[config.mk]
export PLATFORM = sky130hd
export DESIGN_NAME = obj_pixel_out
export DESIGN_NICKNAME = d
export VERILOG_FILES = /design/src/logic/obj_video_pkg.sv /design/src/logic/obj_pixel_out.sv
export VERILOG_INCLUDE_DIRS = /design/src /design/src/logic
export SDC_FILE = /design/constraint.sdc
export NUM_CORES = 1
export LEC_CHECK = 0
export BUFFER_PORTS_ARGS = -buffer_cell sky130_fd_sc_hd__buf_4
export CORE_AREA = 2 2 39 41
export DETAILED_ROUTE_END_ITERATION = 8
export DIE_AREA = 0 0 41 43
export PLACE_DENSITY = 0.52
export RECOVER_POWER = 25
export SLEW_MARGIN = 30
export SYNTH_ARGS = -nofsm -noshare
export SYNTH_HDL_FRONTEND = slang
export SYNTH_SLANG_ARGS = --single-unit
[constraint.sdc]
create_clock -name clk -period 0.9 [get_ports clk]
set_clock_uncertainty 0.05 [all_clocks]
set_input_delay 0.135 -clock clk [delete_from_list [all_inputs] [get_ports clk]]
set_output_delay 0.135 -clock clk [all_outputs]
set_load 0.01 [all_outputs]
[src/logic/obj_settings.svh]
`ifndef OBJ_SETTINGS_SVH
`define OBJ_SETTINGS_SVH

// sprite table geometry
`define OBJ_ENTRIES 64       // entries per table
`define OBJ_STRIDE 5         // bytes per entry
`define OBJ_SCAN_AW 10       // object RAM address bits

// line geometry
`define OBJ_LINE_W 9         // x coordinate bits
`define OBJ_PXL_LIMIT 384    // pixels drawn per line at most

// y value of the entry that closes the table
`define OBJ_END_Y 240

`endif
[src/logic/obj_video_pkg.sv]
`default_nettype none

`include "obj_settings.svh"

package obj_video_pkg;

    typedef struct packed {
        logic [3:0] pal;
        logic [3:0] col;    // 0 is transparent
    } obj_pxl_t;

    // one line buffer write
    typedef struct packed {
        logic                   half;
        logic [`OBJ_LINE_W-1:0] x;
        obj_pxl_t               pxl;
    } obj_wr_t;

    typedef struct packed {
        logic        cs;
        logic [17:0] addr;  // code, row, half word
    } obj_rom_req_t;

    typedef struct packed {
        logic                   lhbl;
        logic                   lvbl;
        logic [`OBJ_LINE_W-1:0] vrender;     // line being prepared
        logic [`OBJ_LINE_W-1:0] hdump;       // pixel on display
        logic [`OBJ_LINE_W-1:0] dump_start;
    } obj_timing_t;

endpackage

`default_nettype wire

[src/logic/obj_pixel_out.sv]
`default_nettype none

module obj_pixel_out (
    input  wire                          clk,
    input  wire                          rst,
    input  wire                          pxl_cen,
    input  wire obj_video_pkg::obj_pxl_t rd_data,
    output obj_video_pkg::obj_pxl_t      pixel,
    output logic                         opaque
);
    logic cen_d;   // buffer data valid

    always_ff @(posedge clk) begin
        if (rst) begin
            cen_d  <= 1'b0;
            pixel  <= '0;
            opaque <= 1'b0;
        end else begin
            cen_d <= pxl_cen;
            if (cen_d) begin
                pixel  <= rd_data;
                opaque <= rd_data.col != 4'd0;   // colour 0 shows through
            end
        end
    end

endmodule

`default_nettype wire

==> results.json <==
{
  "status": "completed",
  "cts_tree": "built",
  "gr-usage-all-layers": 0.1097,
  "globalplace.congestion": 0.5514,
  "fp.coreArea_um2": 1384,
  "ys_ff_latch": 10,
  "worst_hold_path.num_cells": 2,
  "start_util": 0.2550,
  "final_period_utilization": 0.9706,
  "grt_most_used_layer": "met1",
  "grt_setup_unrepaired": "true",
  "clk-insertion-delay-late_ns": 0.25,
  "numClockSinks": 10,
  "timing.critical_path.fanout_max": 2,
  "worstSetupEndpoint": "pixel[2]",
  "drt_first_pass_iters": 1,
  "cp_num_buf_inv": 1,
  "final_setup_violation_count": 0,
  "design_area_um2": 603.1,
  "library_cell_with_the_largest_summed_area_after_synthesis": "sky130_fd_sc_hd__dfxtp_1",
  "final_antenna_net_count": 0,
  "maxCapViolations": 0,
  "fmax_mhz": 1145,
  "dr_total_vias": 303,
  "sort_of_element_at_the_start_of_the_critical_path": "register",
  "grt_antenna_before_repair": 0,
  "worst_min_delay_path_class": "in2reg",
  "cpLargestDelayFamily": "flip-flops",
  "num-fill-cells": 143,
  "fin_nets": 68,
  "primary_flip_flop_cell_chosen_by_synthesis_mapping": "sky130_fd_sc_hd__dfxtp_1",
  "grt_pass1_vias": 306,
  "cts_htree_levels": 1,
  "finalWirelength_um": 747,
  "count_of_input_and_output_buffers": 19,
  "regToRegSetupSlack_ns": 0.04,
  "synthArstFlopShare": 0,
  "postSynthNetCount": 43,
  "timing.max_slew.rel_slack": 0.7808,
  "netlist.area_leader.share": 0.5674,
  "worst_path_largest_cell_delay_ns": 0.32,
  "core.rowCount": 14,
  "irDropWorstVdd_uv": 840.2,
  "post_placement_cell_area_um2": 514.2,
  "critical_path.cell_chain": "buf_6",
  "fraction_of_final_layout_cells_sized_beyond_drive_strength_1": 0.6727,
  "reg2reg_to": "pixel[1]",
  "most_common_cell_in_the_netlist": "sky130_fd_sc_hd__dfxtp_1",
  "maximum_number_of_buffers_from_clock_root_to_sink": 2,
  "tritoncts.num_buffers": 3,
  "finish.cell_count_without_fillers": 71,
  "die_height_um": 43,
  "distinct_cell_type_count_of_the_synthesized_netlist": 9,
  "grt_first_pass_wirelength_um": 1235,
  "largest_cells_by_area_after_synthesis": "sky130_fd_sc_hd__dfxtp_1 57%, sky130_fd_sc_hd__mux2i_1 23%, sky130_fd_sc_hd__nor2_1 8.5%",
  "finish.utilization": 0.4358,
  "mappedNetlistArea_um2": 352.8,
  "area_added_between_synthesis_and_finish_pct": 70.92,
  "endpoint_kind": "output pin",
  "timing.rr.start": "cen_d",
  "timing.critical_path.from": "pixel[2]",
  "dp_slack_ns": 0.02961,
  "period_minus_slack_ns": 0.8735,
  "synth-edff-count": 0,
  "grtUsageMet1": 0.1456,
  "drt_iter0_drc": 0,
  "cts-root-buf": "sky130_fd_sc_hd__clkbuf_4",
  "use_met3": 0.03141,
  "post-place-cells": 67,
  "cts.clk_slew.worst_paths_ns": 0.06,
  "design.portCount": 20,
  "gr_layer_usage_met2": 0.1344,
  "criticalPathCategory": "reg2out",
  "top_post_synthesis_cells_by_count": "10 x sky130_fd_sc_hd__dfxtp_1, 8 x sky130_fd_sc_hd__mux2i_1, 8 x sky130_fd_sc_hd__nor2_1",
  "yosys_warnings": 0,
  "antenna_cells_inserted": 0,
  "grt_max_degree": 11,
  "detail_route.vias_per_cell": 4.268,
  "synth.avg_cell_area_um2": 11.03,
  "post_cts_hold_buffer_count": 0,
  "hold_viol_final": 0,
  "detail_route.drc_violations": 0,
  "static-leakage-power_nw": 0.2694,
  "slew_violations": 0,
  "crit_slowest_cell": "sky130_fd_sc_hd__dfxtp_2",
  "synthesis.instances": 32,
  "synth-seq-area-share": 0.5674,
  "worst-slew-pin-transition_ns": 0.3259,
  "cp.depth": 1,
  "dieArea_um2": 1763,
  "p_per_area_nw_per_um2": 1542,
  "die_w_um": 41,
  "worst_ep_arrival_time_ns": 0.69,
  "routedWlPerCell_um": 10.52,
  "required_ns": 0.71,
  "final_ws_setup_ns": 0.02646,
  "rr_worst_depth": 3,
  "overflow": 0
}
-- worst min path at each step --
| stage | slack (ns) | endpoint | startpoint |
|---|---|---|---|
| after floorplan | 0.21 | cen_d | pxl_cen |
| after global placement | 0.30 | cen_d | pxl_cen |
| after detailed placement | 0.31 | cen_d | pxl_cen |
| after CTS | 0.03 | cen_d | pxl_cen |
| after global routing | 0.05 | cen_d | pxl_cen |
| final | 0.05 | cen_d | pxl_cen |
-- timing repair --
item | 4_1_cts | 5_1_grt
resized for setup | 14 | 8
buffers inserted | 1 | 0
pin swaps | 0 | 1
setup endpoints to repair | 7 | 11
-- through the flow --
step	hold slack, ns	power [W]	TNS, ns
6_report	0.04927	0.0009297	0
5_1_grt	0.04618	0.0009774	-0.06520
4_1_cts	0.03446	0.0009401	0
3_5_place_dp	0.3057	0.0006227	0
3_3_place_gp	0.3035	0.0006218	0
2_1_floorplan	0.2132	0.0005477	0
-- layout make-up --
| class | instances | area (µm²) | share of cell area |
|---|---|---|---|
| sequential | 10 | 212.7 | 0.3527 |
| multi-input combinational | 20 | 141.4 | 0.2344 |
| timing repair buffer | 22 | 206.4 | 0.3423 |
| clock buffer | 3 | 22.52 | 0.03734 |
| tap | 16 | 20.02 | 0.03320 |
-- power by group --
group / total, W / internal, W / switching [W]
Sequential: 0.000486 / 0.000470 / 0.0000159
Combinational: 0.000156 / 0.0000996 / 0.0000566
Clock: 0.000287 / 0.000153 / 0.000134
Total: 0.000930 / 0.000724 / 0.000206
-- kinds of logic (layout without fill, tap and decap cells) --
| family | after synthesis | after routing | share of synthesized area |
|---|---|---|---|
| AOI/OAI and AO/OA | 1 | 1 | 0.02128 |
| DFF | 10 | 10 | 0.5674 |
| muxes | 8 | 8 | 0.2270 |
| buffers and inverters | 2 | 25 | 0.04608 |
| and+or+nand+nor | 11 | 11 | 0.1383 |
-- layer usage --
metal	share of wire	vias up
met2	0.40	17
met3	0.12	2
met4	0.011	0
met5	0	-
met1	0.47	128
li1	-	156
-- placed cells by master (no fill, tap or decap) --
cell type / n
sky130_fd_sc_hd__buf_4: 11
sky130_fd_sc_hd__buf_6: 11
sky130_fd_sc_hd__dfxtp_2: 10
sky130_fd_sc_hd__mux2i_1: 8
sky130_fd_sc_hd__nor2_1: 8
sky130_fd_sc_hd__clkbuf_4: 3
sky130_fd_sc_hd__nor4_1: 1
sky130_fd_sc_hd__nor2_2: 1
sky130_fd_sc_hd__a211oi_2: 1
sky130_fd_sc_hd__nor2b_1: 1
-- registers in the layout, indices dropped and copies added, names as in the netlist --
signal and flops:
pixel 8, cen_d 1, opaque 1
Note: power is estimated with default switching activity, not from simulation.
