`src/logic/obj_settings.svh`:
```
`ifndef OBJ_SETTINGS_SVH
`define OBJ_SETTINGS_SVH

// sprite table geometry
`define OBJ_ENTRIES 64       // entries per table
`define OBJ_STRIDE 5         // bytes per entry
`define OBJ_SCAN_AW 10       // object RAM address bits

// line geometry
`define OBJ_LINE_W 9         // x coordinate bits
`define OBJ_PXL_LIMIT 384    // pixels drawn per line at most

// y value of the entry that closes the table
`define OBJ_END_Y 240

`endif
```
`src/logic/obj_video_pkg.sv`:
```
`default_nettype none

`include "obj_settings.svh"

package obj_video_pkg;

    typedef struct packed {
        logic [3:0] pal;
        logic [3:0] col;    // 0 is transparent
    } obj_pxl_t;

    // one line buffer write
    typedef struct packed {
        logic                   half;
        logic [`OBJ_LINE_W-1:0] x;
        obj_pxl_t               pxl;
    } obj_wr_t;

    typedef struct packed {
        logic        cs;
        logic [17:0] addr;  // code, row, half word
    } obj_rom_req_t;

    typedef struct packed {
        logic                   lhbl;
        logic                   lvbl;
        logic [`OBJ_LINE_W-1:0] vrender;     // line being prepared
        logic [`OBJ_LINE_W-1:0] hdump;       // pixel on display
        logic [`OBJ_LINE_W-1:0] dump_start;
    } obj_timing_t;

endpackage

`default_nettype wire

```
`src/logic/obj_table_pkg.sv`:
```
`default_nettype none

package obj_table_pkg;

    typedef enum logic [2:0] {
        SIZE_16 = 3'd0,   // 16x16
        SIZE_8H = 3'd1,   // 16 wide, 8 tall
        SIZE_8V = 3'd2,   // 8 wide, 16 tall
        SIZE_8  = 3'd3    // 8x8, bit 2 set means 32x32
    } obj_size_e;

    // byte at offset 4
    typedef struct packed {
        logic [1:0] code_hi;
        logic       vflip;
        logic       hflip;
        obj_size_e  size;
        logic       x_msb;
    } obj_size_view_t;

    // byte at offset 1
    typedef struct packed {
        logic [3:0] pal;
        logic [3:0] code_ext;
    } obj_colour_view_t;

    typedef union packed {
        obj_size_view_t   size_view;
        obj_colour_view_t colour_view;
    } obj_attr_u;

    // decoded entry as held by the engine while drawing
    typedef struct packed {
        logic [13:0] code;
        logic [3:0]  pal;
        obj_size_e   size;
        logic        hflip;
        logic        vflip;
        logic        x_msb;
    } obj_entry_t;

    function automatic logic obj_is32(obj_size_e size);
        logic [2:0] s;
        s = size;
        return s[2];
    endfunction

    function automatic logic [5:0] obj_height(obj_size_e size);
        logic [5:0] h;
        if (obj_is32(size)) h = 6'd32;
        else if (size == SIZE_8H || size == SIZE_8) h = 6'd8;
        else h = 6'd16;
        return h;
    endfunction

    // index of the last ROM word in a row, 4 pixels per word
    function automatic logic [2:0] obj_last_word(obj_size_e size);
        logic [2:0] w;
        if (obj_is32(size)) w = 3'd7;
        else if (size == SIZE_8V || size == SIZE_8) w = 3'd1;
        else w = 3'd3;
        return w;
    endfunction

endpackage

`default_nettype wire

```
`src/logic/obj_scan_engine.sv`:
```
`default_nettype none

`include "obj_settings.svh"

module obj_scan_engine (
    input  wire                           clk,
    input  wire                           rst,
    input  wire obj_video_pkg::obj_timing_t timing,
    output logic [`OBJ_SCAN_AW-1:0]       scan_addr,
    input  wire  [7:0]                    scan_data,
    output obj_video_pkg::obj_rom_req_t   rom,
    input  wire                           rom_ok,
    input  wire  [15:0]                   rom_data,
    output obj_video_pkg::obj_wr_t        wr,
    output logic                          wr_en,
    output logic                          half,
    output logic                          done
);
    import obj_table_pkg::*;
    import obj_video_pkg::*;

    localparam int LAST_BASE    = (`OBJ_ENTRIES - 1) * `OBJ_STRIDE;
    localparam int END_MIN_BASE = 16 * `OBJ_STRIDE;   // end marker honoured from entry 16

    typedef enum logic [3:0] {
        ST_IDLE,
        ST_ATTR,
        ST_Y,
        ST_CODE,
        ST_COLOUR,
        ST_X,
        ST_ROM,
        ST_DRAW,
        ST_STEP,
        ST_NEXT
    } state_e;

    state_e                  st;
    logic                    last_lhbl;
    logic                    line_start;
    logic [`OBJ_SCAN_AW-1:0] base;
    logic [2:0]              byte_sel;
    obj_attr_u               attr;
    obj_entry_t              ent;
    logic                    rom_cs;
    logic                    h4;        // half word within the pair
    logic [4:0]              vsub;      // row inside the sprite
    logic [2:0]              wcnt;
    logic [2:0]              wlast;
    logic [1:0]              dcnt;
    logic [15:0]             pxl_data;
    logic [`OBJ_LINE_W-1:0]  xpos;
    logic [9:0]              pxl_cnt;
    logic [5:0]              height;
    logic [4:0]              row_mask;
    logic [`OBJ_LINE_W-1:0]  vdiff;
    logic                    hit;
    logic                    size32;

    assign line_start = timing.lhbl && !last_lhbl && timing.lvbl;
    assign scan_addr  = base + {7'd0, byte_sel};
    assign attr       = scan_data;       // same byte, two readings

    assign size32   = obj_is32(ent.size);
    assign height   = obj_height(ent.size);
    assign row_mask = height[4:0] - 5'd1;
    assign vdiff    = timing.vrender - {1'b0, scan_data};
    assign hit      = (timing.vrender >= {1'b0, scan_data}) && (vdiff < {3'd0, height});

    assign rom.cs   = rom_cs;
    assign rom.addr = {ent.code, vsub[2:0], h4};   // 14+3+1

    always_ff @(posedge clk) begin
        if (rst) begin
            st        <= ST_IDLE;
            done      <= 1'b1;
            rom_cs    <= 1'b0;
            wr_en     <= 1'b0;
            half      <= 1'b0;
            last_lhbl <= 1'b0;
            base      <= '0;
            byte_sel  <= 3'd4;
        end else begin
            last_lhbl <= timing.lhbl;
            wr_en     <= 1'b0;
            if (line_start) begin
                done     <= 1'b0;
                rom_cs   <= 1'b0;
                half     <= ~half;       // swap draw and display halves
                base     <= '0;
                byte_sel <= 3'd4;        // size and flip byte first
                pxl_cnt  <= '0;
                st       <= ST_ATTR;
            end else begin
                case (st)
                    ST_ATTR: begin
                        ent.code[13:12] <= attr.size_view.code_hi;
                        ent.vflip       <= attr.size_view.vflip;
                        ent.hflip       <= attr.size_view.hflip;
                        ent.size        <= attr.size_view.size;
                        ent.x_msb       <= attr.size_view.x_msb;
                        byte_sel        <= 3'd2;   // y next
                        st              <= ST_Y;
                    end
                    ST_Y: begin
                        vsub <= vdiff[4:0] ^ ({5{ent.vflip}} & row_mask);
                        if (scan_data == 8'(`OBJ_END_Y) && base >= END_MIN_BASE) begin
                            done <= 1'b1;
                            st   <= ST_IDLE;
                        end else if (hit) begin
                            byte_sel <= 3'd0;
                            st       <= ST_CODE;
                        end else begin
                            st <= ST_NEXT;           // not on this line
                        end
                    end
                    ST_CODE: begin
                        ent.code[9:2] <= scan_data;
                        byte_sel      <= 3'd1;
                        st            <= ST_COLOUR;
                    end
                    ST_COLOUR: begin
                        ent.pal         <= attr.colour_view.pal;
                        ent.code[11:10] <= attr.colour_view.code_ext[1:0];
                        // vertical tile select
                        if (size32)
                            {ent.code[3], ent.code[1]} <= vsub[4:3];
                        else if (height == 6'd8)
                            ent.code[1] <= attr.colour_view.code_ext[3];
                        else
                            ent.code[1] <= vsub[3];
                        // horizontal tile select, start from the right when flipped
                        if (size32)
                            {ent.code[2], ent.code[0]} <= {2{ent.hflip}};
                        else if (obj_last_word(ent.size) == 3'd1)
                            ent.code[0] <= attr.colour_view.code_ext[2];
                        else
                            ent.code[0] <= ent.hflip;
                        h4       <= ent.hflip;
                        wcnt     <= 3'd0;
                        wlast    <= obj_last_word(ent.size);
                        byte_sel <= 3'd3;
                        st       <= ST_X;
                    end
                    ST_X: begin
                        xpos   <= {ent.x_msb, scan_data} + timing.dump_start - 9'd1;
                        rom_cs <= 1'b1;
                        st     <= ST_ROM;
                    end
                    ST_ROM: begin
                        if (rom_ok) begin        // otherwise hold
                            pxl_data <= rom_data;
                            rom_cs   <= 1'b0;
                            dcnt     <= 2'd0;
                            st       <= ST_DRAW;
                        end
                    end
                    ST_DRAW: begin
                        wr_en      <= 1'b1;
                        wr.half    <= half;
                        wr.x       <= xpos;
                        wr.pxl.pal <= ent.pal;
                        wr.pxl.col <= ent.hflip ? pxl_data[3:0] : pxl_data[15:12];
                        pxl_data   <= ent.hflip ? pxl_data >> 4 : pxl_data << 4;
                        xpos       <= xpos + 9'd1;   // wraps at 512
                        pxl_cnt    <= pxl_cnt + 10'd1;
                        dcnt       <= dcnt + 2'd1;
                        if (dcnt == 2'd3) st <= ST_STEP;
                    end
                    ST_STEP: begin
                        {ent.code[2], ent.code[0], h4} <=
                            {ent.code[2], ent.code[0], h4} + (ent.hflip ? 3'b111 : 3'b001);
                        wcnt <= wcnt + 3'd1;
                        if (wcnt == wlast) begin
                            st <= ST_NEXT;           // row complete
                        end else begin
                            rom_cs <= 1'b1;
                            st     <= ST_ROM;
                        end
                    end
                    ST_NEXT: begin
                        byte_sel <= 3'd4;
                        if (base < LAST_BASE && pxl_cnt < `OBJ_PXL_LIMIT) begin
                            base <= base + `OBJ_SCAN_AW'(`OBJ_STRIDE);
                            st   <= ST_ATTR;
                        end else begin
                            done <= 1'b1;
                            st   <= ST_IDLE;
                        end
                    end
                    default: st <= ST_IDLE;  // idle until next line start
                endcase
            end
        end
    end

endmodule

`default_nettype wire

```
`config.mk`:
```
export PLATFORM = sky130hd
export DESIGN_NAME = obj_scan_engine
export DESIGN_NICKNAME = d
export VERILOG_FILES = /design/src/logic/obj_video_pkg.sv /design/src/logic/obj_table_pkg.sv /design/src/logic/obj_scan_engine.sv
export VERILOG_INCLUDE_DIRS = /design/src /design/src/logic
export SDC_FILE = /design/constraint.sdc
export NUM_CORES = 1
export LEC_CHECK = 0
export ABC_AREA = 1
export BUFFER_PORTS_ARGS = -buffer_cell sky130_fd_sc_hd__buf_2
export CAP_MARGIN = 0
export CORE_UTILIZATION = 45
export CTS_CLUSTER_SIZE = 10
export DETAILED_ROUTE_END_ITERATION = 8
export GPL_TIMING_DRIVEN = 0
export PLACE_DENSITY = 0.78
export SYNTH_ARGS = -nofsm -noshare
export SYNTH_HDL_FRONTEND = slang
export SYNTH_SLANG_ARGS = --single-unit
```
`constraint.sdc`:
```
create_clock -name clk -period 2.6 [get_ports clk]
set_input_delay 0.13 -clock clk [delete_from_list [all_inputs] [get_ports clk]]
set_output_delay 0.13 -clock clk [all_outputs]
set_load 0.1 [all_outputs]
```
==> metrics.yaml, run 1 <==
global_routing:
  grt_pass1_vias: 4629
  antenna_found_initial: 0
  grt_pass1_wl_mm: 21.7
  track_usage_pct: 19.4
  gr-total-overflow: 0
  grt_max_degree: 19
sta:
  fmax_mhz: 403
  drv_slew: 0
  worst_pin_slew_ns: 0.829
  timing.final.crit_period_ns: 2.48
  finalClockSkew_ns: 0.0130
  setup_viol_count_final: 0
  grt_setup_unrepaired: "true"
  slew-limit-headroom_pct: 44.6
  finalHoldViolCount: 0
  fin_crit_sh_pct: 95.5
  whs_ns: 0.00549
route:
  via_count: 4938
  totalWireLength_mm: 13.2
  wl_per_cell_um: 13.2
  drtIter0Drc: 352
  ant_nets: 0
  drtPass1Iterations: 5
  viasPerCell: 4.96
  drc: 0
synthesis:
  synthTopCellsByArea: "edfxtp_1 43%, nand2_1 8.9%, dfxtp_1 7.0%, ha_1 6.8%, inv_1 6.2%"
  synth_edf_count: 90
  seq_area_frac_synth_pct: 50.1
  synth_commonest_cells: "148 x nand2_1, 104 x inv_1, 90 x edfxtp_1"
  syn_area_per_cell_um2: 8.93
  ys.flop_type: "edfxtp_1"
  ys_types: 46
  syn_area_um2: 6270
  syn_inst: 702
  synthArstFlopShare_pct: 0
  ys_warn_count: 0
  synth_nets: 796
  post-synth-top-count-cell: "nand2_1"
  synth_top_area_share_pct: 43.1
  yosysTopAreaCell: "edfxtp_1"
  synth.ff_latch_count: 112
clock_network:
  path_clk_slew_ns: 0.08
  clkLatencyLatePin_ns: 0.36
  cts_buffers: 9
  cts-root-buf: "clkbuf_16"
  ctsHtreeMaxLevel: 3
  cts_tree: "done"
  clock_path_buffers: 2
  cts_sinks: 112
power_and_ir_drop:
  leakagePower_nw: 3.33
  pwr-share-clk_pct: 35.9
  switching_share_pct: 24.5
  seq_power_share_pct: 51.3
  powerDensity_nw_per_um2: 516
  p_int_mw: 2.89
  p_comb_share_pct: 12.8
  irDropWorstVdd_mv: 0.319
  p_sw_uw: 941
  p_total_mw: 3.84
finish:
  final_util_pct: 55.5
  fin_cells: 995
  area_growth_pct: 18.5
  layout.nets: 908
  antenna-diode-count: 0
  layout-drive-gt1-share_pct: 21.5
die:
  row_count: 42
  die-area_um2: 14400
  die_y_um: 120
  core_area_um2: 13400
  start_util_pct: 46.8
  die_w_um: 120
  io_pins: 106
critical_path:
  startpoint: "scan_data[1]"
  r2r-end: "ent[7]"
  cp.arrival_ns: 2.59
  end_kind: "register"
  critPathLaunchType: "input pin"
  required_ns: 2.71
  crit_fanout: 5
  rr_worst_depth: 5
  critPathCapture: "xpos[7]"
  r2r-start: "last_lhbl"
  worst-setup-path-type: "input pin to register"
  reg2reg_slack_ns: 0.21
run_status:
  status: "completed"
flow_run:
  drv_cap: 0
place:
  io_buffers: 96
  dp_hpwl_mm: 10.1
  place_inst: 976
  gp_congestion: 0.883
min_path:
  hold_class: "input pin to register"
critical path, stage by stage:
cell,delay [ns]
dlygate4sd3_1,0.55
buf_4,0.14
clkinvlp_4,0.16
ha_1,0.31
inv_1,0.06
ha_1,0.16
inv_1,0.05
fa_1,0.39
nor2_2,0.12
o21a_1,0.15
o21ai_2,0.06
nand2_1,0.08
a21oi_2,0.06
nor2_1,0.09
o21ai_1,0.07
worst min path at each step:
stage          slack, ns  depth (start not counted)   endpoint    startpoint
6_report           0.005                          1    rom[17]  scan_data[7]
5_1_grt            0.004                          1    rom[17]  scan_data[7]
4_1_cts            0.004                          1     rom[9]  scan_data[3]
3_5_place_dp        0.35                          3  last_lhbl    timing[28]
3_3_place_gp        0.34                          3  last_lhbl    timing[28]
2_1_floorplan       0.20                          1      st[0]           rst
registers in the layout, indices dropped and copies added (netlist names):
register   count
wlast          2
rom           14
xpos           9
dcnt           2
half           1
wr_en          1
h4             1
byte_sel       3
ent           10
vsub           5
base          10
last_lhbl      1
wcnt           3
rom_cs         1
st             4
done           1
pxl_data      16
wr            18
pxl_cnt       10
area by class of cell:
type / count / area (um^2)
inverters: 112 / 424
plain buffers: 32 / 196
repair buffers: 101 / 542
multi-input cells: 446 / 2610
clock inverters: 4 / 56.3
flip-flops and latches: 112 / 3140
well taps: 176 / 220
clock buffers: 12 / 236
fillers: 1143 / 5970
metrics by stage:
| stage | instance area [um^2] | worst slack, ns | setup TNS, ns |
|---|---|---|---|
| floorplan | 6320 | -0.0485 | -0.0505 |
| global placement | 7020 | -0.543 | -17.61 |
| detailed placement | 7050 | 0.0229 | 0 |
| CTS | 7370 | 0.0210 | 0 |
| global route | 7430 | -0.0579 | -0.0579 |
| finish | 7430 | 0.117 | 0 |
power groups by stage:
stage	Combinational, mW	Clock, mW	Sequential [mW]
detailed placement	0.465	0	2.01
finish	0.492	1.38	1.97
CTS	0.471	1.40	1.97
global placement	0.454	0	2.01
global route	0.559	1.48	1.97
floorplan	0.331	0	2.02
metal layers:
metal	wire (um)	share of wire [%]	GRT usage, %
met5	0	0	0
met4	291	2.2	7.81
met3	709	5.4	4.66
met2	6310	48	32.1
met1	5860	44	24.1
placed cells by master (no fill, tap or decap), drive strengths merged, types with 2 or more instances in the layout:
master,count
clkbuf,21
or2,3
nand4,7
edfxtp,90
buf,122
dlygate4sd3,2
clkinvlp,3
o22ai,2
nor3,11
xnor2,12
a31oi,11
nand3,35
nand3b,3
xor2,14
nor2,75
inv,109
a21oi,41
nand2,151
ha,34
fa,4
dfxtp,22
clkinv,3
a211oi,3
o21ai,29
o21a,3
timing repair:
item	4_1_cts	5_1_grt
endpoints found under the hold margin	3	0
resized for setup	3	16
setup endpoints to repair	3	18
setup buffers	0	1
cloned	0	0
pin swaps	0	2
hold buffers	2	0
logic make-up after synthesis:
family	share of synthesized area, %
buffers and inverters	9.84
adder cells (fa/ha/maj)	8.06
flip-flops	50.1
AND/OR/NAND/NOR	19.7
AO/OA/AOI/OAI	8.48
multiplexers	0.160
XOR/XNOR	3.63
Power figures use the tool's default switching activity.
==> run 2, diff against run 1 <==
--- a/config.mk
+++ b/config.mk
@@ -15,2 +15,3 @@
 export GPL_TIMING_DRIVEN = 0
+export HOLD_SLACK_MARGIN = 0.15
 export PLACE_DENSITY = 0.78
==> constraint.sdc (replaced) <==
create_clock -name clk -period 2.97 [get_ports clk]
set_input_delay 0.297 -clock clk [delete_from_list [all_inputs] [get_ports clk]]
set_output_delay 0.297 -clock clk [all_outputs]
set_load 0.1 [all_outputs]
==> run 2 against run 1 <==
Clock-buffer cell count decreased by 3. Highest routed layer unchanged. Hold slack improved by 0.16 ns. Global-route usage grew 0.12 points. Critical path type is now register to primary output. Final area shrank 1.4%. Largest cell class unchanged. Clock power shrank 17%. Sequential power fell by 13%.
==> metrics.yaml, run 2 (synthesis results as in run 1) <==
run_status:
  status: "completed"
clock_network:
  cts-root-buf: "clkbuf_16"
  cts_buffers: 9  # unchanged
  cts_tree: "done"
  path_clk_slew_ns: 0.07  # about the same
  clkLatencyLatePin_ns: 0.36  # about the same
  clock_path_buffers: 2  # unchanged
  ctsHtreeMaxLevel: 3  # unchanged
  cts_sinks: 112  # unchanged
global_routing:
  antenna_found_initial: 0  # unchanged
  grt_pass1_wl_mm: 21.7  # about the same
  grt_pass1_vias: 4631  # +0.043%
  track_usage_pct: 19.5  # +0.12 points
  grt_max_degree: 20  # +1
  gr-total-overflow: 0  # unchanged
critical_path:
  worst-setup-path-type: "register to primary output"
  required_ns: 2.67  # -0.04 ns
  r2r-end: "pxl_cnt[4]"
  critPathCapture: "scan_addr[8]"
  startpoint: "base[0]"
  critPathLaunchType: "register"
  rr_worst_depth: 7  # +2
  reg2reg_slack_ns: 0.46  # +0.25 ns
  cp.arrival_ns: 2.51  # -0.08 ns
  crit_fanout: 7  # +2
  end_kind: "primary output"
  r2r-start: "st[2]"
finish:
  final_util_pct: 54.7  # -0.76 points
  antenna-diode-count: 0  # unchanged
  largest_register_ffs: 18  # unchanged
  final_common_cell: "nand2_1"
  fin_cells: 993  # -0.20%
  area_growth_pct: 16.9
  layout-drive-gt1-share_pct: 19.8  # -1.7 points
  post-route-cell-area_um2: 7330  # -1.4%
  regMostFlops: "wr"
  layout.nets: 906  # -0.22%
  layout_common_cells: "148 x nand2_1, 103 x inv_1, 96 x buf_2"
route:
  via_count: 4902  # -0.73%
  totalWireLength_mm: 13.1  # -0.75%
  drc: 0  # unchanged
  drtPass1Iterations: 5  # unchanged
  wl_per_cell_um: 13.2  # -0.55%
  ant_nets: 0  # unchanged
  drtIter0Drc: 381  # +8.2%
  viasPerCell: 4.94  # -0.53%
die:
  row_count: 42  # unchanged
  io_pins: 106  # unchanged
  die_y_um: 120  # unchanged
  die_w_um: 120  # unchanged
  start_util_pct: 46.8  # unchanged
  die-area_um2: 14400  # unchanged
  core_area_um2: 13400  # unchanged
min_path:
  hold_class: "input pin to register"
sta:
  finalHoldViolCount: 0  # unchanged
  slew-limit-headroom_pct: 39.0  # -5.6 points
  grt_setup_unrepaired: "false"
  drv_slew: 0  # unchanged
  fin_crit_sh_pct: 94.6
  setup_viol_count_final: 0  # unchanged
  fmax_mhz: 356
  timing.final.crit_period_ns: 2.81
  worst_pin_slew_ns: 0.916  # +0.0872 ns
  finalClockSkew_ns: 0.00803  # -0.00497 ns
place:
  dp_hpwl_mm: 9.94  # -1.3%
  place_inst: 975  # -0.10%
  placed_area_um2: 7010  # -0.57%
  io_buffers: 96  # unchanged
  gp_congestion: 0.886  # +0.32%
power_and_ir_drop:
  irDropWorstVdd_mv: 0.281  # -12%
  leakagePower_nw: 3.27  # -1.7%
  powerDensity_nw_per_um2: 447  # -13%
flow_run:
  drv_cap: 0  # unchanged
-- run 2: how the worst min path moves through the flow --
stage	start	end	slack, ns	cells after the start
6_report	rom_ok	rom_cs	0.17	2
3_3_place_gp	ent[8]	wr[6]	0.40	0
2_1_floorplan	rst	st[0]	0.37	1
3_5_place_dp	ent[7]	wr[5]	0.41	0
5_1_grt	scan_data[7]	rom[13]	0.17	1
4_1_cts	rom_ok	rom_cs	0.15	2
-- run 2: critical path, cell delays in order, from the launching register on --
cell	delay [ns]
dfxtp_1	0.47
ha_1	0.21
inv_1	0.05
fa_1	0.40
o21ai_1	0.35
nand2_1	0.16
xor2_2	0.17
clkbuf_4	0.35
-- run 2: area by class of cell --
class / count / area, um^2
clock buffer: 9 / 225
fill: 1209 / 6070
sequential: 112 / 3140
multi-input combinational: 446 / 2540
buffer: 32 / 196
clock inverter: 7 / 55.1
tap: 176 / 220
inverter: 112 / 424
timing repair buffer: 99 / 520
-- run 2: timing repair --
| action | in CTS | in global routing |
|---|---|---|
| buffers inserted | 0 | 0 |
| gates resized for setup | 1 | 5 |
| hold buffers | 2 | 0 |
| setup endpoints to repair | 2 | 21 |
| endpoints found under the hold margin | 3 | 0 |
-- run 2: through the flow --
step                setup WS [ns]  hold slack (ns)  total power [mW]  TNS [ns]
global placement           -0.213            0.403              2.15     -6.98
finish                      0.161            0.168              3.28         0
floorplan                  0.0534            0.366              2.06         0
global route              0.00368            0.167              3.42         0
detailed placement          0.298            0.405              2.16         0
CTS                        0.0732            0.155              3.30         0
-- run 2: metal layers --
layer | wire length [um] | share of wire (%) | GRT usage (%) | vias to the layer above
met5 | 0 | 0 | 0 | -
met4 | 213 | 1.6 | 7.19 | 0
met3 | 712 | 5.4 | 4.61 | 17
met2 | 6160 | 47 | 31.5 | 152
met1 | 5980 | 46 | 25.3 | 2228
li1 | - | - | - | 2505
-- run 2: power by group --
part	switching (mW)	total, mW	internal [mW]	leakage (nW)
clock	0.569	1.14	0.575	0.121
sequential	0.0103	1.72	1.71	0.991
combinational	0.259	0.411	0.152	2.16
==> run 3, diff against run 2 <==
Settings changed: CORE_MARGIN set to 2, RECOVER_POWER set to 100.
==> run 3 against run 2 <==
Register-to-register slack worse by 0.26 ns. Sequential power hardly changed. Die area is 3.4% higher. Critical path depth stayed put. Non-clock buffer count is 1 lower. Wire length is 4.4% higher. Final area is 1.9% lower.
==> metrics.yaml, run 3 (synthesis results as in run 1) <==
route:
  totalWireLength_mm: 13.6  # +4.4%
  route.met2.wl_mm: 6.47  # +5.0%
  wl_met1_mm: 6.09  # +1.7%
  top_layer: "met4"
  viasPerCell: 4.96  # +0.55%
  drc: 0  # unchanged
  ant_nets: 0  # unchanged
  drtIter0Drc: 343  # -10%
  drtPass1Iterations: 5  # unchanged
  wl_met3_um: 726  # +2.0%
  wl_per_cell_um: 13.7  # +4.1%
  via_count: 4944  # +0.86%
finish:
  antenna-diode-count: 0  # unchanged
  final_util_pct: 52.4  # -2.3 points
  layout_common_cells: "149 x nand2_1, 107 x inv_1, 90 x edfxtp_1"
  regMostFlops: "wr"
  post-route-cell-area_um2: 7190  # -1.9%
  area_growth_pct: 14.7
  final_common_cell: "nand2_1"
  layout.nets: 905  # -0.11%
  layout-drive-gt1-share_pct: 11.9  # -7.9 points
  largest_register_ffs: 18  # unchanged
die:
  io_pins: 106  # unchanged
  row_count: 43  # +2.4%
  die_y_um: 122  # +1.7%
  core_area_um2: 13700  # +2.4%
  die-area_um2: 14900  # +3.4%
  die_w_um: 122  # +1.7%
  start_util_pct: 45.7  # -1.1 points
power_and_ir_drop:
  irDropWorstVdd_mv: 0.414  # +48%
  p_sw_uw: 820  # -2.2%
  p_comb_share_pct: 12.5  # about the same
  switching_share_pct: 25.0  # -0.55 points
  p_int_mw: 2.45  # +0.69%
  p_total_mw: 3.27  # about the same
  leakagePower_nw: 3.13  # -4.4%
  seq_power_share_pct: 52.6  # about the same
  pwr-share-clk_pct: 34.9  # about the same
  powerDensity_nw_per_um2: 456  # +1.9%
sta:
  setup_viol_count_final: 0  # unchanged
  finalHoldViolCount: 0  # unchanged
  final.setup.worst_slack_ns: 0.178  # +0.0168 ns
  grt_setup_unrepaired: "false"
  worst_pin_slew_ns: 1.26  # +0.341 ns
  slew-limit-headroom_pct: 16.6  # -22 points
  finalClockSkew_ns: 0.00832  # +0.000289 ns
  fin_crit_sh_pct: 94.0  # -0.57 points
  fmax_mhz: 358  # +0.60%
  drv_slew: 0  # unchanged
  tns_ns: 0  # unchanged
  timing.final.crit_period_ns: 2.79  # -0.0168 ns
clock_network:
  cts_hold_buf: 0  # -2
  postCtsSetupRepairBufs: 0  # unchanged
  clock_path_buffers: 2  # unchanged
  cts_sinks: 112  # unchanged
  cts_tree: "done"
  clkLatencyLatePin_ns: 0.35  # about the same
  ctsResizeCount: 1  # unchanged
  path_clk_slew_ns: 0.07  # about the same
  cts_buffers: 9  # unchanged
  ctsHtreeMaxLevel: 3  # unchanged
  cts-root-buf: "clkbuf_16"
global_routing:
  antenna_found_initial: 0  # unchanged
  grt_pass1_vias: 4654  # +0.50%
  grt_max_degree: 19  # -5.0%
  grt_pass1_wl_mm: 21.9  # +0.98%
  gr-total-overflow: 0  # unchanged
  track_usage_pct: 19.0  # -0.48 points
critical_path:
  rr_worst_depth: 7  # unchanged
  required_ns: 2.67  # about the same
  critPathLaunchType: "register"
  end_kind: "primary output"
  crit_fanout: 7  # unchanged
  worst-setup-path-type: "register to primary output"
  cp.arrival_ns: 2.50  # about the same
place:
  gp_congestion: 0.902  # +1.8%
  dp_hpwl_mm: 10.4  # +4.1%
  io_buffers: 96  # unchanged
  dp_slack_ns: 0.336  # +0.0382 ns
  placed_area_um2: 7030  # +0.29%
min_path:
  hold_class: "input pin to register"
  hold_depth: 3  # +1
flow_run:
  drv_cap: 0  # unchanged
run_status:
  status: "completed"
[run 3: cell types whose count changed in the layout (fill, tap and decap cells not counted), sizes merged]
cell	previous run	this run
clkbuf	20	82
dlygate4sd3	2	0
clkinv	3	5
clkinvlp	6	1
buf	118	60
[run 3: path summary, 6_finish.rpt]
kind / end / slack (ns) / start
worst max-delay path: scan_addr[8] / 0.18 / base[0]
worst max register to register: pxl_cnt[2] / 0.20 / st[2]
worst min register to register: wr[4] / 0.43 / ent[6]
worst min-delay path: last_lhbl / 0.17 / timing[28]
[run 3: layer usage]
metal,track usage (%),vias up
met2,32.4,167
met1,24.3,2246
met3,3.32,28
li1,-,2503
met4,6.82,0
met5,0,-
[run 3: worst max-delay path, stage by stage (launching register included)]
cell	delay (ns)
dfxtp_1	0.46
ha_1	0.21
inv_1	0.05
fa_1	0.40
o21ai_1	0.30
nand2_1	0.14
xor2_2	0.14
buf_2	0.43
[run 3: power by group through the flow]
stage / Clock [mW] / Sequential (mW) / Combinational [mW]
final: 1.14 / 1.72 / 0.409
after global routing: 1.22 / 1.72 / 0.465
after CTS: 1.16 / 1.72 / 0.414
after detailed placement: 0 / 1.76 / 0.408
after global placement: 0 / 1.76 / 0.396
after floorplan: 0 / 1.77 / 0.289
[run 3: final cells by class]
cell class                 count  area (um^2)
inverter                     112          420
timing repair buffer          98          430
clock buffer                  12          246
buffer                        32          195
multi-input combinational    446         2500
clock inverter                 4         30.0
sequential                   112         3140
tap                          180          225
fill                        1270         6530
[run 3: per-stage QoR]
step	hold WS, ns	cells
2_1_floorplan	0.366	702
3_3_place_gp	0.403	978
3_5_place_dp	0.409	980
4_1_cts	0.167	996
5_1_grt	0.189	996
6_report	0.171	996
